**config.mk**
```make
export PLATFORM = sky130hd
export DESIGN_NAME = singleCycleCore
export DESIGN_NICKNAME = d
export VERILOG_FILES = /design/src/mipsPkg.sv /design/src/fetchStage.sv /design/src/decodeStage.sv /design/src/regFile.sv /design/src/executeStage.sv /design/src/memWriteback.sv /design/src/singleCycleCore.sv
export SDC_FILE = /design/constraint.sdc
export NUM_CORES = 2
export LEC_CHECK = 0
export BUFFER_PORTS_ARGS = -buffer_cell sky130_fd_sc_hd__buf_2
export CAP_MARGIN = 20
export CORE_ASPECT_RATIO = 0.75
export CORE_MARGIN = 1
export CORE_UTILIZATION = 50
export DETAILED_ROUTE_END_ITERATION = 10
export PLACE_DENSITY = 0.68
export SYNTH_ARGS = -nofsm -noshare
export SYNTH_HDL_FRONTEND = slang
export SYNTH_HIERARCHICAL = 1
export SYNTH_SLANG_ARGS = --single-unit
```
**constraint.sdc**
```tcl
create_clock -name clk -period 5.9 [get_ports clk]
set_input_delay 0.885 -clock clk [delete_from_list [all_inputs] [get_ports clk]]
set_output_delay 0.885 -clock clk [all_outputs]
set_load 0.1 [all_outputs]
```
**src/mipsPkg.sv**
```systemverilog
//==========================================================================
// shared encodings for the single-cycle MIPS subset core
// only add, sub, and, or, slt, lw, sw, beq, j, jal and jr are decoded
// every other opcode or funct value is treated as a no-op by the core
//==========================================================================
`default_nettype none

package mipsPkg;

  //========================================================================
  // primary opcode values, bits 31:26
  //========================================================================
  localparam logic [5:0] opSpecial = 6'h00;
  localparam logic [5:0] opJ       = 6'h02;
  localparam logic [5:0] opJal     = 6'h03;
  localparam logic [5:0] opBeq     = 6'h04;
  localparam logic [5:0] opLw      = 6'h23;
  localparam logic [5:0] opSw      = 6'h2b;

  // funct values under opSpecial
  localparam logic [5:0] fnJr  = 6'h08;
  localparam logic [5:0] fnAdd = 6'h20;
  localparam logic [5:0] fnSub = 6'h22;
  localparam logic [5:0] fnAnd = 6'h24;
  localparam logic [5:0] fnOr  = 6'h25;
  localparam logic [5:0] fnSlt = 6'h2a;

  // jal link destination
  localparam logic [4:0] linkReg = 5'd31;

  // coarse ALU request from decode
  typedef enum logic [1:0] {
    aluAdd,
    aluSub,
    aluFunct
  } aluOpKind;

  // resolved ALU operation
  typedef enum logic [2:0] {
    ctlAnd,
    ctlOr,
    ctlAdd,
    ctlSub,
    ctlSlt,
    ctlNone
  } aluCtrl;

  //========================================================================
  // instruction word views
  //========================================================================
  typedef struct packed {
    logic [5:0] opcode;
    logic [4:0] rs;
    logic [4:0] rt;
    logic [4:0] rd;
    logic [4:0] shamt;
    logic [5:0] funct;
  } rFields;

  typedef struct packed {
    logic [5:0]  opcode;
    logic [4:0]  rs;
    logic [4:0]  rt;
    logic [15:0] imm;
  } iFields;

  typedef struct packed {
    logic [5:0]  opcode;
    logic [25:0] target;
  } jFields;

  // one 32-bit word, three decodings
  typedef union packed {
    rFields rType;
    iFields iType;
    jFields jType;
  } instrWord;

endpackage

`default_nettype wire

```
**src/fetchStage.sv**
```systemverilog
//==========================================================================
// program counter and next-PC selection
// priority is jump, then taken beq, then jr, then sequential
// no delay slot, PC is byte addressed and always word aligned
//==========================================================================
`timescale 1ns/1ns
`default_nettype none

module fetchStage #(
  parameter logic [31:0] resetPc = 32'h0000_0000
) (
  input  wire logic        clk,
  input  wire logic        rst,
  input  wire logic        jump,
  input  wire logic        jumpReg,
  input  wire logic        branch,
  input  wire logic        zero,
  input  wire logic [31:0] branchTarget,
  input  wire logic [25:0] jumpTarget,
  input  wire logic [31:0] rsData,
  output logic      [31:0] pc,
  output logic      [31:0] pcPlus4
);

  logic [31:0] jumpAddr;
  logic        takeBranch;
  logic [31:0] nextPc;

  // sequential address, also the jal link value
  assign pcPlus4 = pc + 32'd4;

  // j and jal stay inside the current 256 MB region
  assign jumpAddr = {pcPlus4[31:28], jumpTarget, 2'b00};

  // beq taken when the subtract came out zero
  assign takeBranch = branch & zero;

  //========================================================================
  // next PC
  //========================================================================
  always_comb begin
    if (jump) begin
      nextPc = jumpAddr;
    end else if (takeBranch) begin
      nextPc = branchTarget;
    end else if (jumpReg) begin
      // jr target straight from rs
      nextPc = rsData;
    end else begin
      nextPc = pcPlus4;
    end
  end

  // pc register
  always_ff @(posedge clk or negedge rst) begin
    if (!rst) begin
      pc <= resetPc;
    end else begin
      pc <= nextPc;
    end
  end

endmodule

`default_nettype wire

```
**src/decodeStage.sv**
```systemverilog
//==========================================================================
// instruction decode, purely combinational
// unknown opcodes and unknown R-type functs raise no write or memory level
// immediate is always sign extended, no zero-extended forms exist here
//==========================================================================
`timescale 1ns/1ns
`default_nettype none

module decodeStage (
  input  wire mipsPkg::instrWord instr,
  output logic              [4:0]  rsAddr,
  output logic              [4:0]  rtAddr,
  output logic              [4:0]  rdAddr,
  output logic              [5:0]  funct,
  output logic              [31:0] immExt,
  output logic              [25:0] jumpTarget,
  output logic                     regWrite,
  output logic                     regDst,
  output logic                     link,
  output logic                     memRead,
  output logic                     memWrite,
  output logic                     memToReg,
  output logic                     aluSrc,
  output mipsPkg::aluOpKind        aluOp,
  output logic                     branch,
  output logic                     jump,
  output logic                     jumpReg
);

  logic [5:0] opcode;
  logic       isAluFunct;

  // opcode sits in the same place in every view
  assign opcode    = instr.jType.opcode;

  //========================================================================
  // field selects
  //========================================================================
  // rs and rt shared by R and I forms
  assign rsAddr     = instr.rType.rs;
  assign rtAddr     = instr.iType.rt;
  assign rdAddr     = instr.rType.rd;
  assign funct      = instr.rType.funct;
  assign jumpTarget = instr.jType.target;

  // sign extension of the 16-bit immediate
  assign immExt = {{16{instr.iType.imm[15]}}, instr.iType.imm};

  // R-type functs that go through the ALU and write rd
  always_comb begin
    case (instr.rType.funct)
      mipsPkg::fnAdd, mipsPkg::fnSub, mipsPkg::fnAnd,
      mipsPkg::fnOr, mipsPkg::fnSlt: isAluFunct = 1'b1;
      default:                       isAluFunct = 1'b0;
    endcase
  end

  //========================================================================
  // control levels
  //========================================================================
  always_comb begin
    // defaults give a no-op
    regWrite = 1'b0;
    regDst   = 1'b0;
    link     = 1'b0;
    memRead  = 1'b0;
    memWrite = 1'b0;
    memToReg = 1'b0;
    aluSrc   = 1'b0;
    aluOp    = mipsPkg::aluAdd;
    branch   = 1'b0;
    jump     = 1'b0;
    jumpReg  = 1'b0;
    case (opcode)
      mipsPkg::opSpecial: begin
        regDst   = 1'b1;
        aluOp    = mipsPkg::aluFunct;
        regWrite = isAluFunct;
        jumpReg  = (instr.rType.funct == mipsPkg::fnJr);
      end
      mipsPkg::opLw: begin
        regWrite = 1'b1;
        memRead  = 1'b1;
        memToReg = 1'b1;
        aluSrc   = 1'b1;
      end
      mipsPkg::opSw: begin
        memWrite = 1'b1;
        aluSrc   = 1'b1;
      end
      // compare by subtraction
      mipsPkg::opBeq: begin
        branch = 1'b1;
        aluOp  = mipsPkg::aluSub;
      end
      mipsPkg::opJ: begin
        jump = 1'b1;
      end
      mipsPkg::opJal: begin
        jump     = 1'b1;
        link     = 1'b1;
        regWrite = 1'b1;
      end
      default: begin
        regWrite = 1'b0;
      end
    endcase
  end

endmodule

`default_nettype wire

```
**src/regFile.sv**
```systemverilog
//==========================================================================
// 31 general registers, register 0 is hardwired to zero
// two combinational reads, one write at the rising edge
// a write is seen by reads only in the following cycle, no bypass
//==========================================================================
`timescale 1ns/1ns
`default_nettype none

module regFile (
  input  wire logic        clk,
  input  wire logic        rst,
  input  wire logic [4:0]  rsAddr,
  input  wire logic [4:0]  rtAddr,
  input  wire logic        wrEn,
  input  wire logic [4:0]  wrAddr,
  input  wire logic [31:0] wrData,
  output logic      [31:0] rsData,
  output logic      [31:0] rtData
);

  // no storage behind address 0
  logic [31:0] regs [1:31];

  //========================================================================
  // write port
  //========================================================================
  always_ff @(posedge clk or negedge rst) begin
    if (!rst) begin
      for (int i = 1; i < 32; i++) begin
        regs[i] <= '0;
      end
    end else if (wrEn && (wrAddr != 5'd0)) begin
      regs[wrAddr] <= wrData;
    end
  end

  //========================================================================
  // read ports
  //========================================================================
  // address 0 reads as zero
  assign rsData = (rsAddr == 5'd0) ? 32'd0 : regs[rsAddr];
  assign rtData = (rtAddr == 5'd0) ? 32'd0 : regs[rtAddr];

endmodule

`default_nettype wire

```
**src/executeStage.sv**
```systemverilog
//==========================================================================
// ALU control, operand select, ALU and branch target
// slt compares signed, unknown functs give a zero result
// zero flag follows every result, decode decides whether it matters
//==========================================================================
`timescale 1ns/1ns
`default_nettype none

module executeStage (
  input  wire logic              [31:0] rsData,
  input  wire logic              [31:0] rtData,
  input  wire logic              [31:0] immExt,
  input  wire logic                     aluSrc,
  input  wire mipsPkg::aluOpKind        aluOp,
  input  wire logic              [5:0]  funct,
  input  wire logic              [31:0] pcPlus4,
  output logic                   [31:0] aluResult,
  output logic                          zero,
  output logic                   [31:0] branchTarget
);

  mipsPkg::aluCtrl ctl;
  logic [31:0]     opB;

  //========================================================================
  // ALU control
  //========================================================================
  always_comb begin
    case (aluOp)
      // lw and sw address
      mipsPkg::aluAdd: ctl = mipsPkg::ctlAdd;
      // beq compare
      mipsPkg::aluSub: ctl = mipsPkg::ctlSub;
      default: begin
        case (funct)
          mipsPkg::fnAdd: ctl = mipsPkg::ctlAdd;
          mipsPkg::fnSub: ctl = mipsPkg::ctlSub;
          mipsPkg::fnAnd: ctl = mipsPkg::ctlAnd;
          mipsPkg::fnOr:  ctl = mipsPkg::ctlOr;
          mipsPkg::fnSlt: ctl = mipsPkg::ctlSlt;
          default:        ctl = mipsPkg::ctlNone;
        endcase
      end
    endcase
  end

  // second operand, immediate for memory ops
  assign opB = aluSrc ? immExt : rtData;

  //========================================================================
  // ALU
  //========================================================================
  always_comb begin
    case (ctl)
      mipsPkg::ctlAdd: aluResult = rsData + opB;
      mipsPkg::ctlSub: aluResult = rsData - opB;
      mipsPkg::ctlAnd: aluResult = rsData & opB;
      mipsPkg::ctlOr:  aluResult = rsData | opB;
      mipsPkg::ctlSlt: aluResult = {31'd0, $signed(rsData) < $signed(opB)};
      default:         aluResult = 32'd0;
    endcase
  end

  assign zero = (aluResult == 32'd0);

  // word offset relative to the next instruction
  assign branchTarget = pcPlus4 + {immExt[29:0], 2'b00};

endmodule

`default_nettype wire

```
**src/memWriteback.sv**
```systemverilog
//==========================================================================
// data memory strobes and writeback select
// strobes are active low and held inactive while rst is low
// memory must return readData in the same cycle as dataAddr
//==========================================================================
`timescale 1ns/1ns
`default_nettype none

module memWriteback #(
  parameter int dataAddrWidth = 7
) (
  input  wire logic                     rst,
  input  wire logic                     memRead,
  input  wire logic                     memWrite,
  input  wire logic                     memToReg,
  input  wire logic                     regDst,
  input  wire logic                     link,
  input  wire logic                     regWrite,
  input  wire logic [4:0]               rtAddr,
  input  wire logic [4:0]               rdAddr,
  input  wire logic [31:0]              aluResult,
  input  wire logic [31:0]              rtData,
  input  wire logic [31:0]              readData,
  input  wire logic [31:0]              pcPlus4,
  output logic                          cen,
  output logic                          wen,
  output logic      [dataAddrWidth-1:0] dataAddr,
  output logic      [31:0]              writeData,
  output logic                          wrEn,
  output logic      [4:0]               wrAddr,
  output logic      [31:0]              wrData
);

  //========================================================================
  // memory port
  //========================================================================
  // chip enable for lw and sw, write enable for sw only
  assign cen       = ~(rst & (memRead | memWrite));
  assign wen       = ~(rst & memWrite);
  // word address, byte offset dropped
  assign dataAddr  = aluResult[dataAddrWidth+1:2];
  assign writeData = rtData;

  //========================================================================
  // writeback
  //========================================================================
  assign wrEn = regWrite;

  // jal to r31, R-type to rd, lw to rt
  assign wrAddr = link ? mipsPkg::linkReg : (regDst ? rdAddr : rtAddr);

  // link value, load data or ALU result
  assign wrData = link ? pcPlus4 : (memToReg ? readData : aluResult);

endmodule

`default_nettype wire

```
**src/singleCycleCore.sv**
```systemverilog
//==========================================================================
// single-cycle MIPS subset core, all stages settle in one clock
// instruction and data memories are external and answer combinationally
// rfWriteData mirrors the register file write data for test
//==========================================================================
`timescale 1ns/1ns
`default_nettype none

module singleCycleCore #(
  parameter logic [31:0] resetPc       = 32'h0000_0000,
  parameter int          dataAddrWidth = 7
) (
  input  wire logic                     clk,
  input  wire logic                     rst,
  output logic      [31:0]              instrAddr,
  input  wire logic [31:0]              instr,
  output logic                          cen,
  output logic                          wen,
  output logic      [dataAddrWidth-1:0] dataAddr,
  output logic      [31:0]              writeData,
  input  wire logic [31:0]              readData,
  output logic      [31:0]              rfWriteData
);

  //========================================================================
  // stage interconnect
  //========================================================================
  // fetch
  logic [31:0] pcPlus4;
  // decode
  logic [4:0]        rsAddr;
  logic [4:0]        rtAddr;
  logic [4:0]        rdAddr;
  logic [5:0]        funct;
  logic [31:0]       immExt;
  logic [25:0]       jumpTarget;
  logic              regWrite;
  logic              regDst;
  logic              link;
  logic              memRead;
  logic              memWrite;
  logic              memToReg;
  logic              aluSrc;
  mipsPkg::aluOpKind aluOp;
  logic              branch;
  logic              jump;
  logic              jumpReg;
  // register file
  logic [31:0] rsData;
  logic [31:0] rtData;
  // execute
  logic [31:0] aluResult;
  logic        zero;
  logic [31:0] branchTarget;
  // writeback
  logic        wrEn;
  logic [4:0]  wrAddr;

  fetchStage #(
    .resetPc(resetPc)
  ) uFetch (
    .clk         (clk),
    .rst         (rst),
    .jump        (jump),
    .jumpReg     (jumpReg),
    .branch      (branch),
    .zero        (zero),
    .branchTarget(branchTarget),
    .jumpTarget  (jumpTarget),
    .rsData      (rsData),
    .pc          (instrAddr),
    .pcPlus4     (pcPlus4)
  );

  decodeStage uDecode (
    .instr     (instr),
    .rsAddr    (rsAddr),
    .rtAddr    (rtAddr),
    .rdAddr    (rdAddr),
    .funct     (funct),
    .immExt    (immExt),
    .jumpTarget(jumpTarget),
    .regWrite  (regWrite),
    .regDst    (regDst),
    .link      (link),
    .memRead   (memRead),
    .memWrite  (memWrite),
    .memToReg  (memToReg),
    .aluSrc    (aluSrc),
    .aluOp     (aluOp),
    .branch    (branch),
    .jump      (jump),
    .jumpReg   (jumpReg)
  );

  // write data taken from the exported test port
  regFile uRegs (
    .clk   (clk),
    .rst   (rst),
    .rsAddr(rsAddr),
    .rtAddr(rtAddr),
    .wrEn  (wrEn),
    .wrAddr(wrAddr),
    .wrData(rfWriteData),
    .rsData(rsData),
    .rtData(rtData)
  );

  executeStage uExecute (
    .rsData      (rsData),
    .rtData      (rtData),
    .immExt      (immExt),
    .aluSrc      (aluSrc),
    .aluOp       (aluOp),
    .funct       (funct),
    .pcPlus4     (pcPlus4),
    .aluResult   (aluResult),
    .zero        (zero),
    .branchTarget(branchTarget)
  );

  memWriteback #(
    .dataAddrWidth(dataAddrWidth)
  ) uMemWb (
    .rst      (rst),
    .memRead  (memRead),
    .memWrite (memWrite),
    .memToReg (memToReg),
    .regDst   (regDst),
    .link     (link),
    .regWrite (regWrite),
    .rtAddr   (rtAddr),
    .rdAddr   (rdAddr),
    .aluResult(aluResult),
    .rtData   (rtData),
    .readData (readData),
    .pcPlus4  (pcPlus4),
    .cen      (cen),
    .wen      (wen),
    .dataAddr (dataAddr),
    .writeData(writeData),
    .wrEn     (wrEn),
    .wrAddr   (wrAddr),
    .wrData   (rfWriteData)
  );

endmodule

`default_nettype wire

```
Yosys cells after proc, flatten, opt, wreduce, memory -nomap -nowiden
Cells that the tools add are included.

cells by class
  $add $sub $neg = 4
  order comparisons = 5
  eq/ne operators = 16
  mux-type cells = 33
  bitwise operators = 11
  reductions and logical operators = 13

operators with widths
  operator               number
  $bwmux 992             1
  $mux 32                13
  $bmux 32 s5            2
  $demux 32 s5           1
  $pmux 32 s5            1
  $add 32x32->32         2
  $eq 6x6->1 const B     7
  $add 32x3->32 const B  1
  $and 32x32->32         1
  $logic_not 32->1       1
  $lt 32x32->1           1
  $or 32x32->32          1
  $sub 32x32->32         1
  $ge 6x6->1 const B     3
  $not 5->6              3
  $pmux 3 s5             1
  $eq 6x2->1 const B     2
  $logic_not 5->1        2
  $mux 5                 2
  $mux 1                 9
  $eq 3x2->1 const B     2
  $eq 6x3->1 const B     1
  $eq 6x4->1 const B     1
  $logic_not 6->1        1
  16 further kinds       22

storage, ports and cells
  register bits = 1024
  input port bits = 66
  output and inout bits = 105
  logic and storage cells = 114

Longest topological paths before layout
  depth in word-level cells = 12
  depth in mapped cells = 32
  depth with buffers taken out = 24

By module
The synthesis kept the hierarchy.

modules (own cells, without submodules)
  module        instances  cells each  area an instance (um^2)
  regFile       1          3612        53491.3
  executeStage  1          1013        7170.6
  fetchStage    1          358         2856.5
  memWriteback  1          161         1116.1
  decodeStage   1          100         747.0

Worst setup path after synthesis
OpenSTA, ideal clock, no wires.

  path type = input port to output port
  start = input port instr[16]
  end = output port rfWriteData[30]
  data arrival time = 7.260 ns
  data required time = 5.015 ns
  slack = -2.245 ns
  cell stages on the path = 21
  path buffers = 4
  path through = buf_4 buf_2 buf_2 buf_4 mux4_2 mux2i_1 a22oi_1 o31a_1 mux2i_1 inv_1 fa_1 o21bai_1 a221oi_2 o21bai_1 a311oi_2 o2111ai_1 a2111o_1 nand2_1 o32ai_1 mux2i_1 o21ai_0

on the way
  longest elaborated chain between the ends = 10

RTL lines
  what                                                     RTL line                                text
  start, declared                                          singleCycleCore.sv:16                   input wire logic [31:0] instr,
  $not 5->6 (implied by the code)                          regFile.sv:42                           assign rtData = (rtAddr == 5'd0) ? 32'd0 : regs[rtAddr];
  $bmux 32 s5                                              regFile.sv:42
  $mux 32 (implied by the code) (2 in a row)               regFile.sv:42
  $mux 32 *                                                regFile.sv:42
  net rtData[1]                                            singleCycleCore.sv:50                   logic [31:0] rtData;
  $mux 32 *                                                executeStage.sv:48                      assign opB = aluSrc ? immExt : rtData;
  $sub 32x32->32 / $add 32x32->32 (equally long branches)  executeStage.sv:56, executeStage.sv:55
  $pmux 32 s5 *                                            executeStage.sv:54                      case (ctl)
  net aluResult[30]                                        singleCycleCore.sv:52                   logic [31:0] aluResult;
  $mux 32 * (2 in a row)                                   memWriteback.sv:53                      assign wrData = link ? pcPlus4 : (memToReg ? readData : aluResult);
  end, declared                                            singleCycleCore.sv:22                   output logic [31:0] rfWriteData

Mark *: on every way through the listed nets, which the timed path passes. The rest lies on a longest branch. The select of a mux whose other input is x is not followed.

Worst setup path in the final report
  start = input port instr[16]
  end = output port rfWriteData[28]

on the way
  longest elaborated chain between the ends = 10

RTL lines
  what                                        RTL line               text
  $not 5->6 (implied by the code)             regFile.sv:42
  $bmux 32 s5                                 regFile.sv:42
  $mux 32 (implied by the code) (2 in a row)  regFile.sv:42
  $mux 32 *                                   regFile.sv:42
  $mux 32 *                                   executeStage.sv:48
  $sub 32x32->32 (tied with other cells)      executeStage.sv:56     mipsPkg::ctlSub: aluResult = rsData - opB;
  $pmux 32 s5 *                               executeStage.sv:54
  net aluResult[28]                           singleCycleCore.sv:52
  $mux 32 * (2 in a row)                      memWriteback.sv:53

Marks and branches as above.

==> flow_metrics.tcl <==
set metrics [dict create \
    setup_viol 61 \
    netlist_area_sq_um 65400 \
    overflow 0 \
    fp.dieW_um 420 \
    cts_sinks 1024 \
    dp_worst_setup_slack_ns -1.43 \
    synth_cells 5244 \
    grt_first_pass_wirelength_um 359000 \
    synth_ff_type "dfrtp_1" \
    leakage_nw 38.2 \
    drc 0 \
    fp.dieArea_sq_um 132000 \
    place_congestion 1.01 \
    start_kind "primary input" \
    track_usage 0.370 \
    violations "setup timing" \
    first_global_vias 51300 \
    finalCriticalPeriod_ns 6.82 \
    cts.clk_slew.worst_paths_ns 0.07 \
    drtPass1Iterations 6 \
    rows 114 \
    worstPathArrival_ns 5.93 \
    critPathKind "primary input to output port" \
    fin_area_sq_um 82000 \
    wirelength_um 249000 \
    grt_start_max_net_pins 172 \
    viasPerCell 6.69 \
    yosys_warnings 6 \
    layout_setup_ws_ns -0.918 \
    initial_core_util 0.506 \
    maxCapViolCount 0 \
    hp-class "primary input to asynchronous set/reset pin" \
    drive_above_1_share 0.536 \
    vias 52300 \
    cp_data_required_time_ns 5.02 \
    final_common_cell "mux2_2" \
    layout.nets 6203 \
    tightest_slew_ns 1.13 \
    power_mw 20.8 \
    cts_root_buf "clkbuf_16" \
    synth-seq-cells 1024 \
    synth_edf_count 0 \
    synth.yosys.seq_area_share 0.392 \
    rsz0062_at_grt "true" \
    powerDensity_nw_per_um2 253 \
    mostFrequentLayoutCells "mux2_2, dfrtp_1, buf_4" \
    finalCritPeriodShare 1.16 \
    drv_slew 0 \
    h-tree-depth 3 \
    syn2layout_area_growth_pct 25.4 \
    holdBufCountCts 0 \
    dp_hpwl_um 167000 \
    final.setup_skew_ns 0.0394 \
    grt_antenna_before_repair 3 \
    async_flop_share 1.00 \
    coreArea_sq_um 129000 \
    drtAntennaViolNets 0 \
    cts_buffer_depth 3 \
    routedWlPerCell_um 31.8 \
    crit_fanout 8 \
    first_iter_violations 6240 \
    status "finished, violations left" \
    end_kind "output port" \
    max_freq_mhz 147 \
    io_buffers 170 \
    syn_nets 5454 \
    die_h_um 315 \
    finalHoldViolCount 0 \
    synth_area_per_cell_sq_um 12.5 \
    synth_cell_types 108 \
    worst_ir_drop_vdd_uv 306 \
    io_pins 171 \
    dpl-instance-area_sq_um 74300 \
    cts_tree "done" \
    clk-insertion-delay-late_ns 0.76 \
    worst_slew_margin_rel 0.236 \
    cts_made_buffers 101 \
]
logic make-up after synthesis:
kind of cell,after synthesis,share of synthesized area
xor gates and xnor gates,50,0.00670
adders and majority gates,144,0.0279
AOI/OAI and AO/OA,806,0.0905
buffers and inverters,727,0.0591
and+or+nand+nor,701,0.0569
muxes,1792,0.367
DFF,1024,0.392
through the flow:
stage                     TNS (ns)  hold WS (ns)  utilization  std cells
after CTS                   -14.60        0.0526        0.619       7728
after detailed placement   -454.97         0.494        0.575       7448
final                       -32.88        0.0714        0.635       7817
after floorplan              -7.52         0.470            -       5244
after global routing        -39.11        0.0720        0.635       7816
after global placement     -460.05         0.488        0.575       7448
synthesized netlist by cell type, types with 17 or more instances:
cell / count / area [sq um]
nor3_1: 66 / 330
nand3_1: 62 / 310
a21oi_1: 108 / 541
mux2_1: 19 / 214
o22a_1: 19 / 166
mux4_2: 377 / 8490
ha_1: 141 / 1760
buf_2: 179 / 896
a221o_1: 27 / 270
o21a_1: 26 / 195
buf_1: 25 / 93.8
a221oi_1: 58 / 508
o31a_1: 36 / 315
nand2_1: 147 / 552
and3_1: 54 / 338
mux2i_1: 344 / 3440
xnor2_1: 36 / 315
buf_6: 20 / 225
o211ai_1: 57 / 428
buf_4: 165 / 1240
o22ai_1: 26 / 163
a22oi_1: 108 / 811
o21bai_1: 20 / 150
or3_1: 21 / 131
nor2_1: 138 / 518
o21ai_1: 29 / 145
o21ai_0: 74 / 370
o221ai_1: 17 / 149
clkbuf_1: 197 / 739
nand2b_1: 35 / 219
inv_1: 124 / 465
mux2_2: 1052 / 11800
nor2b_1: 63 / 394
dfrtp_1: 1024 / 25600
a211oi_1: 26 / 195
a21o_1: 29 / 218
power by group:
group	internal (mW)	leakage (nW)	switching (mW)	total [mW]
Clock	3.86	1.70	2.99	6.86
Sequential	7.31	14.2	0.329	7.63
Combinational	2.44	22.4	3.84	6.28
Total	13.6	38.2	7.17	20.8
cell type report:
cell class                 instances  area [sq um]
antenna                            1          2.50
clock buffer                     151          2990
clock inverter                    35           463
fill                            9795         47200
inverter                         128           483
multi-input combinational       3493         38600
sequential                      1024         25600
tap                             1740          2180
timing repair buffer            1245         11700
flip-flops by register name, indices dropped and copies added (netlist names):
name,flops
uFetch/pc,32
uRegs/regs,992
per-layer routing:
layer / vias up / track usage / share of wire
met4: 0 / 0.170 / 0.053
met1: 27200 / 0.507 / 0.40
met3: 679 / 0.118 / 0.12
li1: 21300 / - / -
met5: - / 0 / 0
met2: 3116 / 0.536 / 0.43
final timing paths:
path	slack [ns]	startpoint	to	cells after the start
setup / recovery	-0.92	instr[16]	rfWriteData[28]	26
hold / removal	0.07	rst	uFetch/pc[24]	1
setup reg to reg	-0.48	uRegs/regs[392]	uFetch/pc[22]	27
hold reg to reg	0.51	uRegs/regs[778]	uRegs/regs[778]	1
max in group asynchronous	3.79	rst	uRegs/regs[126]	3
min in group clk	0.48	instr[9]	uFetch/pc[11]	3
worst max-delay path: stages:
cell	delay, ns
buf_16	0.16
buf_12	0.16
buf_6	0.10
buf_4	0.10
mux4_2	0.48
mux2i_1	0.17
a22oi_2	0.09
o31a_1	0.13
mux2i_1	0.21
inv_1	0.12
buf_6	0.13
ha_4	0.15
fa_2	0.37
o21bai_4	0.19
a221oi_4	0.09
o21bai_4	0.20
a311o_1	0.28
o211ai_1	0.21
nand3_1	0.18
nand2_1	0.10
a221o_1	0.39
a221o_2	0.39
buf_6	0.13
mux2i_4	0.16
o21ai_4	0.09
buf_12	0.20
timing repair:
item | 4_1_cts | 5_1_grt
setup buffers | 90 | 85
setup endpoints to repair | 190 | 92
pin swaps | 56 | 123
resized for setup | 260 | 244
cloned | 11 | 6
(Power assumes the default switching activity.)
